==> src/verilog/dm_pkg.sv <==
// ----------------------------------------------------------
// Shared constants and types for the debug module registers.
// Holds DMI widths, the opcode and error enums, the register
// map and the bit positions of every register field used.
// ----------------------------------------------------------
`default_nettype none

package dm_pkg;

  localparam int unsigned DmiAddrWidth = 7;
  localparam int unsigned DmiDataWidth = 32;
  localparam int unsigned HartSelWidth = 20;
  localparam int unsigned CmdErrWidth  = 3;
  localparam int unsigned DataCount    = 2;

  localparam logic [3:0] DbgVersion013 = 4'd2;

  typedef enum logic [1:0] {
    DtmNop   = 2'd0,
    DtmRead  = 2'd1,
    DtmWrite = 2'd2
  } dtm_op_e;

  typedef enum logic [1:0] {
    DtmSuccess = 2'd0,
    DtmBusy    = 2'd3
  } dtm_resp_e;

  typedef enum logic [CmdErrWidth-1:0] {
    CmdErrNone         = 3'd0,
    CmdErrBusy         = 3'd1,
    CmdErrNotSupported = 3'd2,
    CmdErrException    = 3'd3,
    CmdErrHalt         = 3'd4,
    CmdErrBus          = 3'd5,
    CmdErrOther        = 3'd7
  } cmderr_e;

  typedef enum logic [DmiAddrWidth-1:0] {
    Data0      = 7'h04,
    Data1      = 7'h05,
    DMControl  = 7'h10,
    DMStatus   = 7'h11,
    AbstractCS = 7'h16,
    Command    = 7'h17
  } dm_csr_e;

  // dmcontrol fields
  localparam int unsigned DmcHaltReq = 31, DmcResumeReq = 30, DmcAckHaveReset = 28;
  localparam int unsigned DmcHartSelLoHi = 25, DmcHartSelLoLo = 16;
  localparam int unsigned DmcHartSelHiHi = 15, DmcHartSelHiLo = 6;
  localparam int unsigned DmcNdmReset = 1, DmcDmActive = 0;

  // dmstatus fields
  localparam int unsigned DmsAllHaveReset = 19, DmsAnyHaveReset = 18;
  localparam int unsigned DmsAllResumeAck = 17, DmsAnyResumeAck = 16;
  localparam int unsigned DmsAllNonExist = 15, DmsAnyNonExist = 14;
  localparam int unsigned DmsAllUnavail = 13, DmsAnyUnavail = 12;
  localparam int unsigned DmsAllRunning = 11, DmsAnyRunning = 10;
  localparam int unsigned DmsAllHalted = 9, DmsAnyHalted = 8;
  localparam int unsigned DmsAuthenticated = 7, DmsVersionHi = 3, DmsVersionLo = 0;

  // abstractcs fields
  localparam int unsigned AcsProgBufHi = 28, AcsProgBufLo = 24, AcsBusy = 12;
  localparam int unsigned AcsCmdErrHi = 10, AcsCmdErrLo = 8;
  localparam int unsigned AcsDataCountHi = 3, AcsDataCountLo = 0;

endpackage

`default_nettype wire

==> src/verilog/dm_csr_if.sv <==
// ----------------------------------------------------------
// One decoded register access, from the DMI decoder to the
// register block that owns the address. The block answers
// in the same cycle with read data and a refusal flag.
// ----------------------------------------------------------
`default_nettype none

interface dm_csr_if
  import dm_pkg::*;
();

  logic                    req;
  logic                    write;
  dm_csr_e                 addr;
  logic [DmiDataWidth-1:0] wdata;
  logic [DmiDataWidth-1:0] rdata;
  logic                    busy_err;

  modport decoder (output req, write, addr, wdata, input rdata, busy_err);
  modport regs    (input req, write, addr, wdata, output rdata, busy_err);

endinterface

`default_nettype wire

==> src/verilog/dm_csr_access.sv <==
// ----------------------------------------------------------
// DMI request decoder. Accepts a request when the response
// queue has room, strobes the owning register block and
// forms the response entry pushed in the same cycle.
// ----------------------------------------------------------
`default_nettype none

module dm_csr_access
  import dm_pkg::*;
(
  input  logic                    dmi_req_valid_i,
  input  dtm_op_e                 dmi_req_op_i,
  input  logic [DmiAddrWidth-1:0] dmi_req_addr_i,
  input  logic [DmiDataWidth-1:0] dmi_req_data_i,
  input  logic                    queue_full_i,
  output logic                    dmi_req_ready_o,
  output logic                    push_o,
  output dtm_resp_e               push_resp_o,
  output logic [DmiDataWidth-1:0] push_data_o,
  dm_csr_if.decoder               hart_bus,
  dm_csr_if.decoder               abs_bus
);

  logic    accept;
  logic    is_access;
  logic    is_write;
  dm_csr_e csr_addr;

  assign dmi_req_ready_o = ~queue_full_i;
  assign accept          = dmi_req_valid_i & dmi_req_ready_o;
  assign push_o          = accept;
  assign is_write        = (dmi_req_op_i == DtmWrite);
  assign is_access       = accept & ((dmi_req_op_i == DtmRead) | is_write);
  assign csr_addr        = dm_csr_e'(dmi_req_addr_i);

  assign hart_bus.write = is_write;
  assign hart_bus.addr  = csr_addr;
  assign hart_bus.wdata = dmi_req_data_i;
  assign abs_bus.write  = is_write;
  assign abs_bus.addr   = csr_addr;
  assign abs_bus.wdata  = dmi_req_data_i;

  always_comb begin
    hart_bus.req = 1'b0;
    abs_bus.req  = 1'b0;
    push_resp_o  = DtmSuccess;
    push_data_o  = '0;
    case (csr_addr)
      DMControl, DMStatus: hart_bus.req = is_access;
      Data0, Data1, AbstractCS, Command: abs_bus.req = is_access;
      default: ;
    endcase
    // writes answer with zero data
    if (hart_bus.req) begin
      if (hart_bus.busy_err) begin
        push_resp_o = DtmBusy;
      end else if (!is_write) begin
        push_data_o = hart_bus.rdata;
      end
    end
    if (abs_bus.req) begin
      if (abs_bus.busy_err) begin
        push_resp_o = DtmBusy;
      end else if (!is_write) begin
        push_data_o = abs_bus.rdata;
      end
    end
  end

endmodule

`default_nettype wire

==> src/verilog/dm_hart_ctrl.sv <==
// ----------------------------------------------------------
// Hart control block. Owns dmcontrol and the per-hart
// havereset flags, builds dmstatus for the selected hart and
// drives the one-hot halt and resume requests.
// ----------------------------------------------------------
`default_nettype none

module dm_hart_ctrl
  import dm_pkg::*;
#(
  parameter int unsigned NrHarts = 4
) (
  input  logic                    clk_i,
  input  logic                    rst_ni,
  dm_csr_if.regs                  bus,
  input  logic [NrHarts-1:0]      halted_i,
  input  logic [NrHarts-1:0]      unavailable_i,
  input  logic [NrHarts-1:0]      resumeack_i,
  output logic [HartSelWidth-1:0] hartsel_o,
  output logic [NrHarts-1:0]      haltreq_o,
  output logic [NrHarts-1:0]      resumereq_o,
  output logic                    clear_resumeack_o,
  output logic                    ndmreset_o,
  output logic                    dmactive_o
);

  localparam int unsigned SelW = (NrHarts > 1) ? $clog2(NrHarts) : 1;

  logic                    haltreq_q, resumereq_q, ndmreset_q, dmactive_q;
  logic                    resumereq_d, dmactive_d, dmc_write;
  logic [HartSelWidth-1:0] hartsel_q;
  logic [NrHarts-1:0]      havereset_q, havereset_d;
  logic [SelW-1:0]         sel_idx;
  logic                    sel_exists;
  logic [DmiDataWidth-1:0] dmcontrol, dmstatus;

  // state of the selected hart, zero when it does not exist
  function automatic logic pick(input logic [NrHarts-1:0] vec);
    return sel_exists & vec[sel_idx];
  endfunction

  assign sel_idx    = hartsel_q[SelW-1:0];
  assign sel_exists = (hartsel_q < HartSelWidth'(NrHarts));
  assign dmc_write  = bus.req & bus.write & (bus.addr == DMControl);
  assign dmactive_d = dmc_write ? bus.wdata[DmcDmActive] : dmactive_q;

  // resumereq drops once the selected hart acknowledges
  assign resumereq_d = (dmc_write ? bus.wdata[DmcResumeReq] : resumereq_q) &
                       ~(resumereq_q & pick(resumeack_i));
  assign clear_resumeack_o = dmc_write & bus.wdata[DmcResumeReq] & ~resumereq_q;

  always_comb begin
    havereset_d = havereset_q;
    if (dmc_write && bus.wdata[DmcAckHaveReset] && sel_exists) begin
      havereset_d[sel_idx] = 1'b0;
    end
    if (ndmreset_q) begin
      havereset_d = '1;
    end
  end

  always_ff @(posedge clk_i or negedge rst_ni) begin
    if (!rst_ni) begin
      haltreq_q   <= 1'b0;
      resumereq_q <= 1'b0;
      hartsel_q   <= '0;
      ndmreset_q  <= 1'b0;
      dmactive_q  <= 1'b0;
      havereset_q <= '1;
    end else begin
      havereset_q <= havereset_d;
      dmactive_q  <= dmactive_d;
      if (!dmactive_d) begin
        haltreq_q   <= 1'b0;
        resumereq_q <= 1'b0;
        hartsel_q   <= '0;
        ndmreset_q  <= 1'b0;
      end else begin
        resumereq_q <= resumereq_d;
        if (dmc_write) begin
          haltreq_q  <= bus.wdata[DmcHaltReq];
          ndmreset_q <= bus.wdata[DmcNdmReset];
          hartsel_q  <= {bus.wdata[DmcHartSelHiHi:DmcHartSelHiLo],
                         bus.wdata[DmcHartSelLoHi:DmcHartSelLoLo]};
        end
      end
    end
  end

  // ----------------------------------------------------------
  // read-back and hart outputs
  // ----------------------------------------------------------
  always_comb begin
    dmcontrol = '0;
    dmcontrol[DmcHaltReq]                     = haltreq_q;
    dmcontrol[DmcResumeReq]                   = resumereq_q;
    dmcontrol[DmcHartSelLoHi:DmcHartSelLoLo] = hartsel_q[9:0];
    dmcontrol[DmcHartSelHiHi:DmcHartSelHiLo] = hartsel_q[19:10];
    dmcontrol[DmcNdmReset]                    = ndmreset_q;
    dmcontrol[DmcDmActive]                    = dmactive_q;

    dmstatus = '0;
    dmstatus[DmsAnyHaveReset]  = pick(havereset_q);
    dmstatus[DmsAnyResumeAck]  = pick(resumeack_i);
    dmstatus[DmsAnyNonExist]   = ~sel_exists;
    dmstatus[DmsAnyUnavail]    = pick(unavailable_i);
    dmstatus[DmsAnyRunning]    = pick(~halted_i & ~unavailable_i);
    dmstatus[DmsAnyHalted]     = pick(halted_i & ~unavailable_i);
    // a single hart is selected, so all equals any
    dmstatus[DmsAllHaveReset]  = dmstatus[DmsAnyHaveReset];
    dmstatus[DmsAllResumeAck]  = dmstatus[DmsAnyResumeAck];
    dmstatus[DmsAllNonExist]   = dmstatus[DmsAnyNonExist];
    dmstatus[DmsAllUnavail]    = dmstatus[DmsAnyUnavail];
    dmstatus[DmsAllRunning]    = dmstatus[DmsAnyRunning];
    dmstatus[DmsAllHalted]     = dmstatus[DmsAnyHalted];
    dmstatus[DmsAuthenticated] = 1'b1;
    dmstatus[DmsVersionHi:DmsVersionLo] = DbgVersion013;

    haltreq_o   = '0;
    resumereq_o = '0;
    if (sel_exists) begin
      haltreq_o[sel_idx]   = haltreq_q;
      resumereq_o[sel_idx] = resumereq_q;
    end
  end

  assign bus.rdata    = (bus.addr == DMControl) ? dmcontrol :
                        (bus.addr == DMStatus)  ? dmstatus  : '0;
  assign bus.busy_err = 1'b0;
  assign hartsel_o    = hartsel_q;
  assign ndmreset_o   = ndmreset_q;
  assign dmactive_o   = dmactive_q;

endmodule

`default_nettype wire

==> src/verilog/dm_abstract_regs.sv <==
// ----------------------------------------------------------
// Abstract command registers: command, cmderr and the data
// words. Accesses during a running command are refused and
// latch a busy error until the debugger clears it.
// ----------------------------------------------------------
`default_nettype none

module dm_abstract_regs
  import dm_pkg::*;
(
  input  logic                                    clk_i,
  input  logic                                    rst_ni,
  dm_csr_if.regs                                  bus,
  input  logic                                    dmactive_i,
  input  logic                                    cmdbusy_i,
  input  logic                                    cmderror_valid_i,
  input  cmderr_e                                 cmderror_i,
  input  logic [DataCount-1:0][DmiDataWidth-1:0]  data_i,
  input  logic                                    data_valid_i,
  output logic                                    cmd_valid_o,
  output logic [DmiDataWidth-1:0]                 cmd_o,
  output logic [DataCount-1:0][DmiDataWidth-1:0]  data_o
);

  logic                                   wr;
  cmderr_e                                cmderr_q, cmderr_d;
  logic                                   cmd_valid_q;
  logic [DmiDataWidth-1:0]                command_q;
  logic [DataCount-1:0][DmiDataWidth-1:0] data_q;
  logic [DmiDataWidth-1:0]                abstractcs;

  assign bus.busy_err = bus.req & cmdbusy_i;
  assign wr           = bus.req & bus.write & ~cmdbusy_i;

  always_comb begin
    cmderr_d = cmderr_q;
    if (bus.busy_err && cmderr_q == CmdErrNone) begin
      cmderr_d = CmdErrBusy;
    end else if (wr && bus.addr == AbstractCS) begin
      // write one to clear
      cmderr_d = cmderr_e'(cmderr_q & ~bus.wdata[AcsCmdErrHi:AcsCmdErrLo]);
    end
    // the hart's report wins over the bus
    if (cmderror_valid_i) begin
      cmderr_d = cmderror_i;
    end
  end

  always_ff @(posedge clk_i or negedge rst_ni) begin
    if (!rst_ni) begin
      cmderr_q    <= CmdErrNone;
      cmd_valid_q <= 1'b0;
    end else if (!dmactive_i) begin
      cmderr_q    <= CmdErrNone;
      cmd_valid_q <= 1'b0;
    end else begin
      cmderr_q    <= cmderr_d;
      cmd_valid_q <= wr & (bus.addr == Command);
    end
  end

  always_ff @(posedge clk_i) begin
    if (!dmactive_i) begin
      command_q <= '0;
      data_q    <= '0;
    end else begin
      if (wr && bus.addr == Command) begin
        command_q <= bus.wdata;
      end
      if (data_valid_i) begin
        data_q <= data_i;
      end else if (wr && bus.addr == Data0) begin
        data_q[0] <= bus.wdata;
      end else if (wr && bus.addr == Data1) begin
        data_q[1] <= bus.wdata;
      end
    end
  end

  always_comb begin
    abstractcs = '0;
    abstractcs[AcsProgBufHi:AcsProgBufLo]     = '0;
    abstractcs[AcsBusy]                       = cmdbusy_i;
    abstractcs[AcsCmdErrHi:AcsCmdErrLo]       = cmderr_q;
    abstractcs[AcsDataCountHi:AcsDataCountLo] = 4'(DataCount);
  end

  // command reads as zero
  assign bus.rdata   = (bus.addr == Data0)      ? data_q[0]  :
                       (bus.addr == Data1)      ? data_q[1]  :
                       (bus.addr == AbstractCS) ? abstractcs : '0;
  assign cmd_valid_o = cmd_valid_q;
  assign cmd_o       = command_q;
  assign data_o      = data_q;

endmodule

`default_nettype wire

==> src/verilog/dm_resp_fifo.sv <==
// ----------------------------------------------------------
// Two-entry DMI response queue. Push and pop may happen in
// the same cycle; flush empties it at the next clock edge.
// ----------------------------------------------------------
`default_nettype none

module dm_resp_fifo
  import dm_pkg::*;
(
  input  logic                    clk_i,
  input  logic                    rst_ni,
  input  logic                    flush_i,
  input  logic                    push_i,
  input  dtm_resp_e               push_resp_i,
  input  logic [DmiDataWidth-1:0] push_data_i,
  input  logic                    pop_i,
  output logic                    full_o,
  output logic                    empty_o,
  output dtm_resp_e               resp_o,
  output logic [DmiDataWidth-1:0] data_o
);

  dtm_resp_e               resp_mem [2];
  logic [DmiDataWidth-1:0] data_mem [2];
  logic                    rd_ptr_q, wr_ptr_q;
  logic [1:0]              count_q;
  logic                    do_push, do_pop;

  assign full_o  = (count_q == 2'd2);
  assign empty_o = (count_q == 2'd0);
  assign do_push = push_i & ~full_o;
  assign do_pop  = pop_i & ~empty_o;

  always_ff @(posedge clk_i or negedge rst_ni) begin
    if (!rst_ni) begin
      rd_ptr_q <= 1'b0;
      wr_ptr_q <= 1'b0;
      count_q  <= 2'd0;
    end else if (flush_i) begin
      rd_ptr_q <= 1'b0;
      wr_ptr_q <= 1'b0;
      count_q  <= 2'd0;
    end else begin
      if (do_push) wr_ptr_q <= ~wr_ptr_q;
      if (do_pop) rd_ptr_q <= ~rd_ptr_q;
      count_q <= count_q + 2'(do_push) - 2'(do_pop);
    end
  end

  // entry storage
  always_ff @(posedge clk_i) begin
    if (do_push) begin
      resp_mem[wr_ptr_q] <= push_resp_i;
      data_mem[wr_ptr_q] <= push_data_i;
    end
  end

  assign resp_o = resp_mem[rd_ptr_q];
  assign data_o = data_mem[rd_ptr_q];

endmodule

`default_nettype wire

==> src/verilog/dm_csrs_top.sv <==
// ----------------------------------------------------------
// Debug module register file top level. Takes DMI requests,
// answers through a response queue and drives the hart and
// abstract command signals of the debug module.
// ----------------------------------------------------------
`default_nettype none

module dm_csrs_top
  import dm_pkg::*;
#(
  parameter int unsigned NrHarts = 4
) (
  input  logic                                   clk_i,
  input  logic                                   rst_ni,
  input  logic                                   dmi_rst_ni,
  input  logic                                   dmi_req_valid_i,
  output logic                                   dmi_req_ready_o,
  input  dtm_op_e                                dmi_req_op_i,
  input  logic [DmiAddrWidth-1:0]                dmi_req_addr_i,
  input  logic [DmiDataWidth-1:0]                dmi_req_data_i,
  output logic                                   dmi_resp_valid_o,
  input  logic                                   dmi_resp_ready_i,
  output dtm_resp_e                              dmi_resp_resp_o,
  output logic [DmiDataWidth-1:0]                dmi_resp_data_o,
  output logic                                   ndmreset_o,
  output logic                                   dmactive_o,
  output logic [HartSelWidth-1:0]                hartsel_o,
  output logic [NrHarts-1:0]                     haltreq_o,
  output logic [NrHarts-1:0]                     resumereq_o,
  output logic                                   clear_resumeack_o,
  input  logic [NrHarts-1:0]                     halted_i,
  input  logic [NrHarts-1:0]                     unavailable_i,
  input  logic [NrHarts-1:0]                     resumeack_i,
  output logic                                   cmd_valid_o,
  output logic [DmiDataWidth-1:0]                cmd_o,
  input  logic                                   cmderror_valid_i,
  input  cmderr_e                                cmderror_i,
  input  logic                                   cmdbusy_i,
  output logic [DataCount-1:0][DmiDataWidth-1:0] data_o,
  input  logic [DataCount-1:0][DmiDataWidth-1:0] data_i,
  input  logic                                   data_valid_i
);

  logic                    queue_full, queue_empty, push;
  dtm_resp_e               push_resp;
  logic [DmiDataWidth-1:0] push_data;

  dm_csr_if hart_bus ();
  dm_csr_if abs_bus ();

  assign dmi_resp_valid_o = ~queue_empty;

  dm_csr_access u_access (
    .dmi_req_valid_i, .dmi_req_op_i, .dmi_req_addr_i, .dmi_req_data_i,
    .queue_full_i (queue_full),
    .dmi_req_ready_o,
    .push_o       (push),
    .push_resp_o  (push_resp),
    .push_data_o  (push_data),
    .hart_bus     (hart_bus.decoder),
    .abs_bus      (abs_bus.decoder)
  );

  dm_hart_ctrl #(.NrHarts(NrHarts)) u_hart_ctrl (
    .clk_i, .rst_ni,
    .bus (hart_bus.regs),
    .halted_i, .unavailable_i, .resumeack_i,
    .hartsel_o, .haltreq_o, .resumereq_o, .clear_resumeack_o,
    .ndmreset_o, .dmactive_o
  );

  dm_abstract_regs u_abstract_regs (
    .clk_i, .rst_ni,
    .bus        (abs_bus.regs),
    .dmactive_i (dmactive_o),
    .cmdbusy_i, .cmderror_valid_i, .cmderror_i, .data_i, .data_valid_i,
    .cmd_valid_o, .cmd_o, .data_o
  );

  // a DMI reset drops all pending responses
  dm_resp_fifo u_resp_fifo (
    .clk_i, .rst_ni,
    .flush_i     (~dmi_rst_ni),
    .push_i      (push),
    .push_resp_i (push_resp),
    .push_data_i (push_data),
    .pop_i       (dmi_resp_ready_i & dmi_resp_valid_o),
    .full_o      (queue_full),
    .empty_o     (queue_empty),
    .resp_o      (dmi_resp_resp_o),
    .data_o      (dmi_resp_data_o)
  );

endmodule

`default_nettype wire

==> config.mk <==
export PLATFORM = sky130hd
export DESIGN_NAME = dm_csrs_top
export DESIGN_NICKNAME = d
export VERILOG_FILES = /design/src/verilog/dm_pkg.sv /design/src/verilog/dm_csr_if.sv /design/src/verilog/dm_csr_access.sv /design/src/verilog/dm_hart_ctrl.sv /design/src/verilog/dm_abstract_regs.sv /design/src/verilog/dm_resp_fifo.sv /design/src/verilog/dm_csrs_top.sv
export SDC_FILE = /design/constraint.sdc
export NUM_CORES = 1
export LEC_CHECK = 0
export ABC_AREA = 1
export BUFFER_PORTS_ARGS = -buffer_cell sky130_fd_sc_hd__buf_2
export CAP_MARGIN = 20
export CORE_UTILIZATION = 45
export CTS_BUF_LIST = sky130_fd_sc_hd__clkbuf_8
export DETAILED_ROUTE_END_ITERATION = 6
export PLACE_DENSITY = 0.71
export SLEW_MARGIN = 20
export SYNTH_ARGS = -nofsm -noshare
export SYNTH_HDL_FRONTEND = slang
export SYNTH_SLANG_ARGS = --single-unit
==> constraint.sdc <==
create_clock -name clk_i -period 3.3 [get_ports clk_i]
set_clock_uncertainty 0.05 [all_clocks]
set_input_delay 0.33 -clock clk_i [delete_from_list [all_inputs] [get_ports clk_i]]
set_output_delay 0.33 -clock clk_i [all_outputs]
set_load 0.02 [all_outputs]
==> results.md, run 1 <==
- Of the available clock period, the critical path in the final layout requires 0.948.
- In this run the tightest slew margin relative to its limit is 0.346.
- The signal on the critical path passes through nand2_1 -> nand2_1 -> nor2_1 -> nand2_1 -> nor2_2 -> nand2_1 -> inv_1 -> nand2_1 -> nor2_1 -> buf_2.
- After layout, the minimum clock period comes to 3130 ps.
- The number of enable-type register cells in the synthesized netlist is 66.
- Dividing total power by cell area gives a power density of 455 mW/mm^2.
- The pre-antenna-repair detailed-routing pass consisted of 5 iterations.
- The total setup buffers inserted after CTS is 0.
- The fmax is 320 MHz.
- The latest clock arrival within the worst-skew pair is 480 ps.
- Buffers inserted to repair hold after CTS numbered 1.
- In this run the horizontal extent of the chip is 148 microns.
- The leakage dissipation is 5.86 nW.
- The flow ran to the end, and the final reports show no timing, DRC or antenna violations.
- The share of the Yosys chip area taken by registers is 0.504.
- In this run the worst path has a maximum fanout of 12.
- The ratio of cells with drive above 1 in the final layout is 0.235.
- The total vias in the final route is around 9600.
- After synthesis the cells add up to ~0.0095 sq mm.
- In this design, the stage delay of the slowest critical-path cell is 420 ps.
- In the final routed layout, each cell accounts on average for about 18 microns.
- The count of boundary I/O pins is 292.
- The final wirelength is approximately 33000 microns.
- After synthesis, the cell types taking the most area are sky130_fd_sc_hd__edfxtp_1 (21%), sky130_fd_sc_hd__nand2_1 (20%), sky130_fd_sc_hd__dfxtp_1 (20%).
- By count the netlist is led by sky130_fd_sc_hd__nand2_1 (513), sky130_fd_sc_hd__nand3_1 (114), sky130_fd_sc_hd__nor2_1 (104), sky130_fd_sc_hd__a21oi_1 (99), sky130_fd_sc_hd__dfxtp_1 (96).
- The endpoint kind of the worst setup timing path is an output port.
- The met3 global-route usage is 0.0830.
- The share of flip-flops with an asynchronous set or reset is 0.182.
- The number of failing hold endpoints at the final stage is 0.
- sky130_fd_sc_hd__edfxtp_1 takes more of the synthesized area than any other cell.
- The count of pins over their slew limit came to 0.
- After routing, the total negative slack on setup checks comes to 0 ps.
- The final setup violation count is 0.
- The via count of the first global-routing pass came to 8955.
- The region available for standard cell placement spans a little over 0.02 sq mm.
- The met2 routing resource usage after global routing is 0.468.
- The final layout contains 1683 nets.
- The path class of the tightest hold or removal check is primary input to register.
- The number of antenna violations at the first check in global routing came to 8.
- In this run the most used layer during global routing was met2.
- No sink is reached through more buffers than the 2 on the longest clock path.
- After the first detailed-routing iteration, the DRC count stood at 817.
- The die outline area is 0.0218 sq mm.
- At the pin with the least slew margin, the transition time is approximately 980 ps.
- The most numerous cell in the Yosys netlist is sky130_fd_sc_hd__nand2_1.
- The die is 148 microns tall.
- In this run, synthesis produced a sequential element count of slightly below 200.
- In this run, distinct cell masters in the synthesized netlist total 34.
- During synthesis, Yosys emitted a total of 0 warnings.
- The start-to-end type of the worst setup path is register to output port.
- At the worst endpoint, the required time is 2920 ps.
- The overall fraction of global-route tracks in use is 0.306.
- The wire length of the first global-routing pass is roughly 50000 microns.
- The area growth from synthesis to layout is 21.7%.
- The number of maximum-capacitance violations is 0.
- The total congestion overflow after global routing is 0.
- The largest net degree at the start of global routing is 66.
- The largest voltage drop on the vdd net is roughly 0.24 mV.
- In this run, post-CTS repair resized a total of 0 instances.
- Of the post-synthesis cell area, the dominant cell type holds 0.208.
- The worst setup path is launched from a register.
- The final cell utilization of the core is 0.567.
- Synthesis produced a netlist whose cell count is 1294.
- The main flop type after synthesis is sky130_fd_sc_hd__dfxtp_1.
- The number of nets still failing antenna checks after routing is 0.
- The clock edge transition at the registers on the reported setup and hold paths is 100 ps.
- For this run, global-route usage on met1 was measured as 0.415.
- The synthesized netlist net count is 1425.
- Data arrives at the worst endpoint at 2750 ps.
- After detailed routing, the number of vias per cell comes to around 5.2.
- Buffers inserted during clock tree synthesis total 17.
- The count of H-tree levels built during CTS is 4.
- The cell row count is 52.
- The starting density of the core is 0.466.
- Setup repair after global routing left no endpoint under its margin.
- Port buffering added approximately 290 buffers.
- At the end of routability-driven placement, the weighted congestion stood at between 0.9 and 1.
- The HPWL reported at the end of detailed placement is 24200 microns.
- The clock tree from TritonCTS is done.
- The average cell area after synthesis is 7.38 sq um.
- The most numerous cell type found on the critical path is sky130_fd_sc_hd__nand2_1.
- Overall power consumption after layout is estimated at 0.00528 W.
- The number of clock sinks is 198.
- Among all stages on the critical path, the largest delay is contributed by sky130_fd_sc_hd__dfrtp_1.
- CTS placed an instance of sky130_fd_sc_hd__clkbuf_8 at the clock tree root.
- The post-detailed-route DRC marker count is 0.
==> path summary, 6_finish.rpt <==
| check | from | end | slack (ps) | depth (start not counted) |
|---|---|---|---|---|
| setup / recovery | u_resp_fifo.count_q[1]$_DFF_PN0_ | clear_resumeack_o | 170 | 10 |
| hold / removal | dmi_rst_ni | u_resp_fifo.count_q[0]$_DFF_PN0_ | 30 | 3 |
| setup reg to reg | u_resp_fifo.count_q[1]$_DFF_PN0_ | u_hart_ctrl.resumereq_q$_DFF_PN0_ | 530 | 12 |
| hold reg to reg | u_hart_ctrl.havereset_q[1]$_DFFE_PN1P_ | u_hart_ctrl.havereset_q[1]$_DFFE_PN1P_ | 430 | 2 |
| max in group asynchronous | rst_ni | u_hart_ctrl.dmactive_o$_DFF_PN0_ | 2090 | 2 |
| min in group asynchronous | rst_ni | u_hart_ctrl.hartsel_o[19]$_DFFE_PN0P_ | 450 | 2 |
==> worst max-delay path: cells and delay by family, from the launching register on <==
kind | cells | cell delay [ps]
flops | 1 | 420
simple gates | 8 | 1480
buf+inv | 2 | 370
==> layout make-up <==
cell class | instances | area [sq um]
diodes | 4 | 10.0
clock inverters | 12 | 115
well taps | 270 | 338
repair buffers | 313 | 1640
multi-input cells | 934 | 4100
fillers | 2029 | 8870
flip-flops and latches | 198 | 4810
clock buffers | 20 | 275
inverters | 88 | 330
==> kinds of logic (layout without fill, tap and decap cells) <==
kind of cell,after synthesis,in the layout,share of synthesized area
compound gates,179,179,0.106
xor+xnor,1,1,0.000918
fa+ha+maj,3,3,0.00393
buf+inv,162,433,0.0684
flops,198,198,0.504
other cells,0,4,0
simple gates,751,751,0.317
==> state kept, by name, indices dropped and copies added (netlist names) <==
signal,cells
u_hart_ctrl.hartsel_o,20
u_resp_fifo.rd_ptr_q,1
u_resp_fifo.data_mem,64
u_hart_ctrl.haltreq_q,1
u_abstract_regs.data_o,64
u_resp_fifo.resp_mem,2
u_abstract_regs.cmd_o,32
u_resp_fifo.count_q,2
u_hart_ctrl.resumereq_q,1
u_hart_ctrl.dmactive_o,1
u_hart_ctrl.ndmreset_o,1
u_hart_ctrl.havereset_q,4
u_resp_fifo.wr_ptr_q,1
u_abstract_regs.cmderr_q,3
u_abstract_regs.cmd_valid_o,1
==> layer usage <==
metal / vias up / wire length (microns)
li1: 4701 / -
met1: 4404 / 14200
met2: 451 / 14500
met3: 67 / 3250
met4: 6 / 1040
met5: - / 37
==> per-stage QoR <==
stage / area [sq um] / instances / setup slack, ps / hold WS (ps)
2_1_floorplan: 9550 / 1294 / 681 / -15.6
3_3_place_gp: 11200 / 1802 / 459 / 415
3_5_place_dp: 11200 / 1802 / 402 / 419
4_1_cts: 11600 / 1835 / 197 / 6.61
5_1_grt: 11600 / 1838 / 8.86 / 29.1
6_report: 11600 / 1839 / 173 / 31.2
==> power breakdown <==
group          internal [W]  total, W  switching, W
Combinational      0.000301   0.00100      0.000703
Clock              0.000673   0.00159      0.000915
Sequential          0.00266   0.00269     0.0000351
==> placed cells by master (no fill, tap or decap), drive strengths merged <==
| cell type | n |
|---|---|
| o31ai | 3 |
| bufinv | 1 |
| and3 | 1 |
| diode | 4 |
| nand4 | 6 |
| nor2 | 110 |
| a22o | 16 |
| o22ai | 4 |
| dfstp | 4 |
| dfrtp | 32 |
| xnor2 | 1 |
| a22oi | 2 |
| nand3 | 114 |
| buf | 312 |
| a31oi | 1 |
| inv | 95 |
| dfxtp | 96 |
| nor3 | 3 |
| clkbuf | 20 |
| dlygate4sd3 | 1 |
| nand2 | 515 |
| ha | 3 |
| clkinv | 2 |
| clkinvlp | 2 |
| o211ai | 7 |
| edfxtp | 66 |
| a32o | 3 |
| or2 | 2 |
| o21ai | 44 |
| a21oi | 99 |
(Power assumes the default switching activity.)
==> run 2, diff against run 1 <==
--- a/config.mk
+++ b/config.mk
@@ -5,13 +5,12 @@
 export SDC_FILE = /design/constraint.sdc
 export NUM_CORES = 1
 export LEC_CHECK = 0
-export ABC_AREA = 1
 export BUFFER_PORTS_ARGS = -buffer_cell sky130_fd_sc_hd__buf_2
 export CAP_MARGIN = 20
 export CORE_UTILIZATION = 45
 export CTS_BUF_LIST = sky130_fd_sc_hd__clkbuf_8
 export DETAILED_ROUTE_END_ITERATION = 6
-export PLACE_DENSITY = 0.71
+export PLACE_DENSITY = 0.72
 export SLEW_MARGIN = 20
 export SYNTH_ARGS = -nofsm -noshare
 export SYNTH_HDL_FRONTEND = slang
==> run 2 against run 1 <==
  * Total power is 12% higher
  * Fmax up 15%
  * Cell area fell by 4.3%
  * Die area shrank 5.0%
  * Setup slack better by 410 ps
  * Sequential power is 7.8% higher
  * Non-clock buffer count decreased by 2
  * Via count decreased by 18%
  * Sequential cell count did not move
  * Critical endpoint is now haltreq_o[0]
  * Clock power about the same
  * Utilization is 0.070 points higher
==> results.md, run 2 <==
- The cell row count is 51.
- The clock tree from TritonCTS is done.
- The flow ran to the end, and the final reports show no timing, DRC or antenna violations.
- The synthesized design spends more area on one cell type than any other, namely sky130_fd_sc_hd__edfxtp_1.
- The power density normalized to cell area is 533 mW/mm^2.
- The worst reg2reg path startpoint is u_resp_fifo.count_q[1]$_DFF_PN0_.
- The main flop type after synthesis is sky130_fd_sc_hd__dfxtp_1.
- Each instance of the synthesized netlist takes up on average 10.3 sq um.
- In this run the worst hold path is classified as primary input to register.
- After layout, the design draws a total of 0.00593 W.
- The average routed wire per standard cell is 19.6 microns.
- Sorting the synthesized cells by how often they occur yields sky130_fd_sc_hd__dfxtp_1 (96), sky130_fd_sc_hd__nand2_1 (86), sky130_fd_sc_hd__o21ai_0 (83), sky130_fd_sc_hd__nor2_1 (71), sky130_fd_sc_hd__nor3_1 (71).
- The area growth from synthesis to layout is 22.7%.
- Leaving out fill and tap cells, the most frequent cells in the layout are sky130_fd_sc_hd__buf_2 (290), sky130_fd_sc_hd__dfxtp_1 (96), sky130_fd_sc_hd__nand2_1 (86).
- At the pin with the least slew margin, the transition time is 998 ps.
- The floorplan die height is 144 microns.
- The part of the Yosys area used for sequential elements is 0.531.
- The die outline area is ~0.021 sq mm.
- The share of flip-flops with an asynchronous set or reset is 0.182.
- After layout, the worst setup slack is 583 ps.
- The flop-to-flop setup slack is 840 ps.
- Counting the buffers created by CTS gives 17.
- The root buffer cell chosen for the clock tree is sky130_fd_sc_hd__clkbuf_8.
- Counting every instance in the synthesized netlist gives 884.
- The clock edge transition at the registers on the reported setup and hold paths is 110 ps.
- For this configuration, the core starts out at a cell density of 0.463.
- The total congestion overflow after global routing is 0.
- VDD sags by at most 0.244 mV.
- The number of iterations in the first detailed-routing pass is 5.
- For this run, the number of Yosys warnings is 0.
- The startpoint kind of the worst setup timing path is a register.
- Entering global routing, the biggest net connects 73 pins.
- The count of nets left with antenna violations once routing finished came out at 0.
- The flop and latch count out of synthesis is between 150 and 200.
- The endpoint kind of the worst setup timing path is an output port.
- The wire length of the first global-routing pass is 40900 microns.
- The number of failing hold endpoints at the final stage is 0.
- The first element of the critical path is u_hart_ctrl.hartsel_o[10]$_DFFE_PN0P_.
- In the routed design, unresolved DRC markers number 0.
- Synthesis instantiated 60 different standard cells from the library.
- The part of the cycle the worst path needs is 0.823.
- When the netlist entered floorplanning its net count stood at 1015.
- The number of antenna violations at the first check in global routing came to 0.
- sky130_fd_sc_hd__dfxtp_1 is the most common cell in the netlist.
- The HPWL reported at the end of detailed placement is 20300 microns.
- The worst relative slew slack is 0.335.
- In the final layout, the share of cells above drive strength 1 is 0.369.
- STA puts the critical path data arrival time at approximately 2300 ps.
- The final cell utilization of the core is 0.568.
- The diode insertion count for antenna repair is 0.
- The number of design-rule violations left by the first detailed-router iteration is 707.
- The post-synthesis instance area is 0.00906 sq mm.
- The termination of the worst setup path is haltreq_o[0].
- The routed layout has 7898 vias.
- In the final timing run, aggregate negative setup slack is 0 ps.
- The total setup buffers inserted after CTS is 0.
- The number of input and output port buffers inserted is 291.
- The start-to-end type of the worst setup path is register to output port.
- Counting every sink on the clock net gives 198.
- No sink is reached through more buffers than the 2 on the longest clock path.
- The core area is 0.0196 sq mm.
- Timing would allow up to approximately 370 MHz.
- The endpoint identified for the worst register-to-register timing path is u_resp_fifo.data_mem[1][14]$_DFFE_PP_.
- The overall fraction of global-route tracks in use is 0.267.
- The worst setup slack after placement is 755 ps.
- The die is 144 microns wide.
- The latest clock arrival within the worst-skew pair is 480 ps.
- The worst-path maximum fanout is 10.
- The library cell used most frequently in the layout, excluding fill and tap cells, is sky130_fd_sc_hd__buf_2.
- The number of maximum-capacitance violations is 0.
- The average vias per placed instance is ~5.6.
- The congestion estimate from routability-driven global placement came to 0.884.
- The final layout contains 1272 nets.
- Of the post-synthesis cell area, the dominant cell type holds 0.219.
- Measured in cells, the most critical reg-to-reg path has a length of 6.
- Summed over all cells, the static leakage comes to roughly 4.8 nW.
- During I/O placement, the number of pins put on the boundary was 292.
- The time the worst path needs with I/O delays and setup is 2720 ps.
- The count of pins over their slew limit is 0.
- The final wirelength is 27800 microns.
- Once the clock tree was built, the resizer swapped 0 gates to a different size.
- After synthesis, the cell types taking the most area are sky130_fd_sc_hd__edfxtp_1 (22%), sky130_fd_sc_hd__dfxtp_1 (21%), sky130_fd_sc_hd__dfrtp_1 (8.8%).
- Setup repair after global routing left no endpoint under its margin.
- The via count of the first global-routing pass came to between 7000 and 8000.
- The H-tree generated during clock tree synthesis spans 4 levels.
- The number of enable-type register cells in the synthesized netlist is 66.
- At the worst endpoint, the required time is 2920 ps.
- The final setup violation count is 0.
- The number of hold buffers added after CTS was 1.
-- run 2: worst min path at each step --
stage                     cells after the start  slack, ps                                     end                              startpoint
after global placement                        2        390   u_abstract_regs.cmd_o[7]$_SDFFE_PN0P_   u_abstract_regs.cmd_o[7]$_SDFFE_PN0P_
after floorplan                               0        -20   u_abstract_regs.cmd_valid_o$_DFF_PN0_                                  rst_ni
after detailed placement                      2        390  u_abstract_regs.cmd_o[12]$_SDFFE_PN0P_  u_abstract_regs.cmd_o[12]$_SDFFE_PN0P_
after global routing                          3         30  u_abstract_regs.cmd_o[26]$_SDFFE_PN0P_                      dmi_req_data_i[26]
after CTS                                     3         30  u_abstract_regs.cmd_o[26]$_SDFFE_PN0P_                      dmi_req_data_i[26]
final                                         3         50  u_abstract_regs.cmd_o[26]$_SDFFE_PN0P_                      dmi_req_data_i[26]
-- run 2: kinds of logic after synthesis --
group,count (synthesis),synth area share
simple gates,290,0.155
xor+xnor,5,0.00483
flops,198,0.531
buf+inv,83,0.0402
fa+ha+maj,3,0.00414
compound gates,236,0.181
mux,69,0.0836
-- run 2: where the power goes --
part	total (W)	switching [W]	internal (W)	leakage, nW
Sequential	0.00290	0.000110	0.00279	1.91
Combinational	0.00145	0.000895	0.000559	2.67
Clock	0.00158	0.000945	0.000632	0.201
-- run 2: critical path, stage by stage, from the launching register on --
cell and delay [ps]:
sky130_fd_sc_hd__dfrtp_1 460, sky130_fd_sc_hd__nor4_1 480, sky130_fd_sc_hd__nand3_1 160, sky130_fd_sc_hd__nor2_1 120, sky130_fd_sc_hd__buf_4 180, sky130_fd_sc_hd__nand2_1 140, sky130_fd_sc_hd__nor3_1 150, sky130_fd_sc_hd__buf_2 180
-- run 2: metrics by stage --
step | instances | cell area [sq um] | hold WS (ps)
floorplan | 884 | 9060 | -15.6
global placement | 1386 | 10700 | 390
detailed placement | 1386 | 10700 | 394
CTS | 1419 | 11100 | 26.5
global route | 1419 | 11100 | 34.8
finish | 1419 | 11100 | 47.6
-- run 2: layout make-up --
type | count | area [sq um]
clock inverters | 15 | 160
multi-input cells | 603 | 3910
inverters | 10 | 37.5
flip-flops and latches | 198 | 4810
repair buffers | 311 | 1640
clock buffers | 17 | 234
well taps | 265 | 332
fillers | 1798 | 8470
-- run 2: per-layer routing --
| metal | routed length [microns] | global-route usage |
|---|---|---|
| met2 | 12600 | 0.408 |
| met1 | 12500 | 0.377 |
| met3 | 2070 | 0.0540 |
| met4 | 555 | 0.0851 |
| met5 | 0 | 0 |
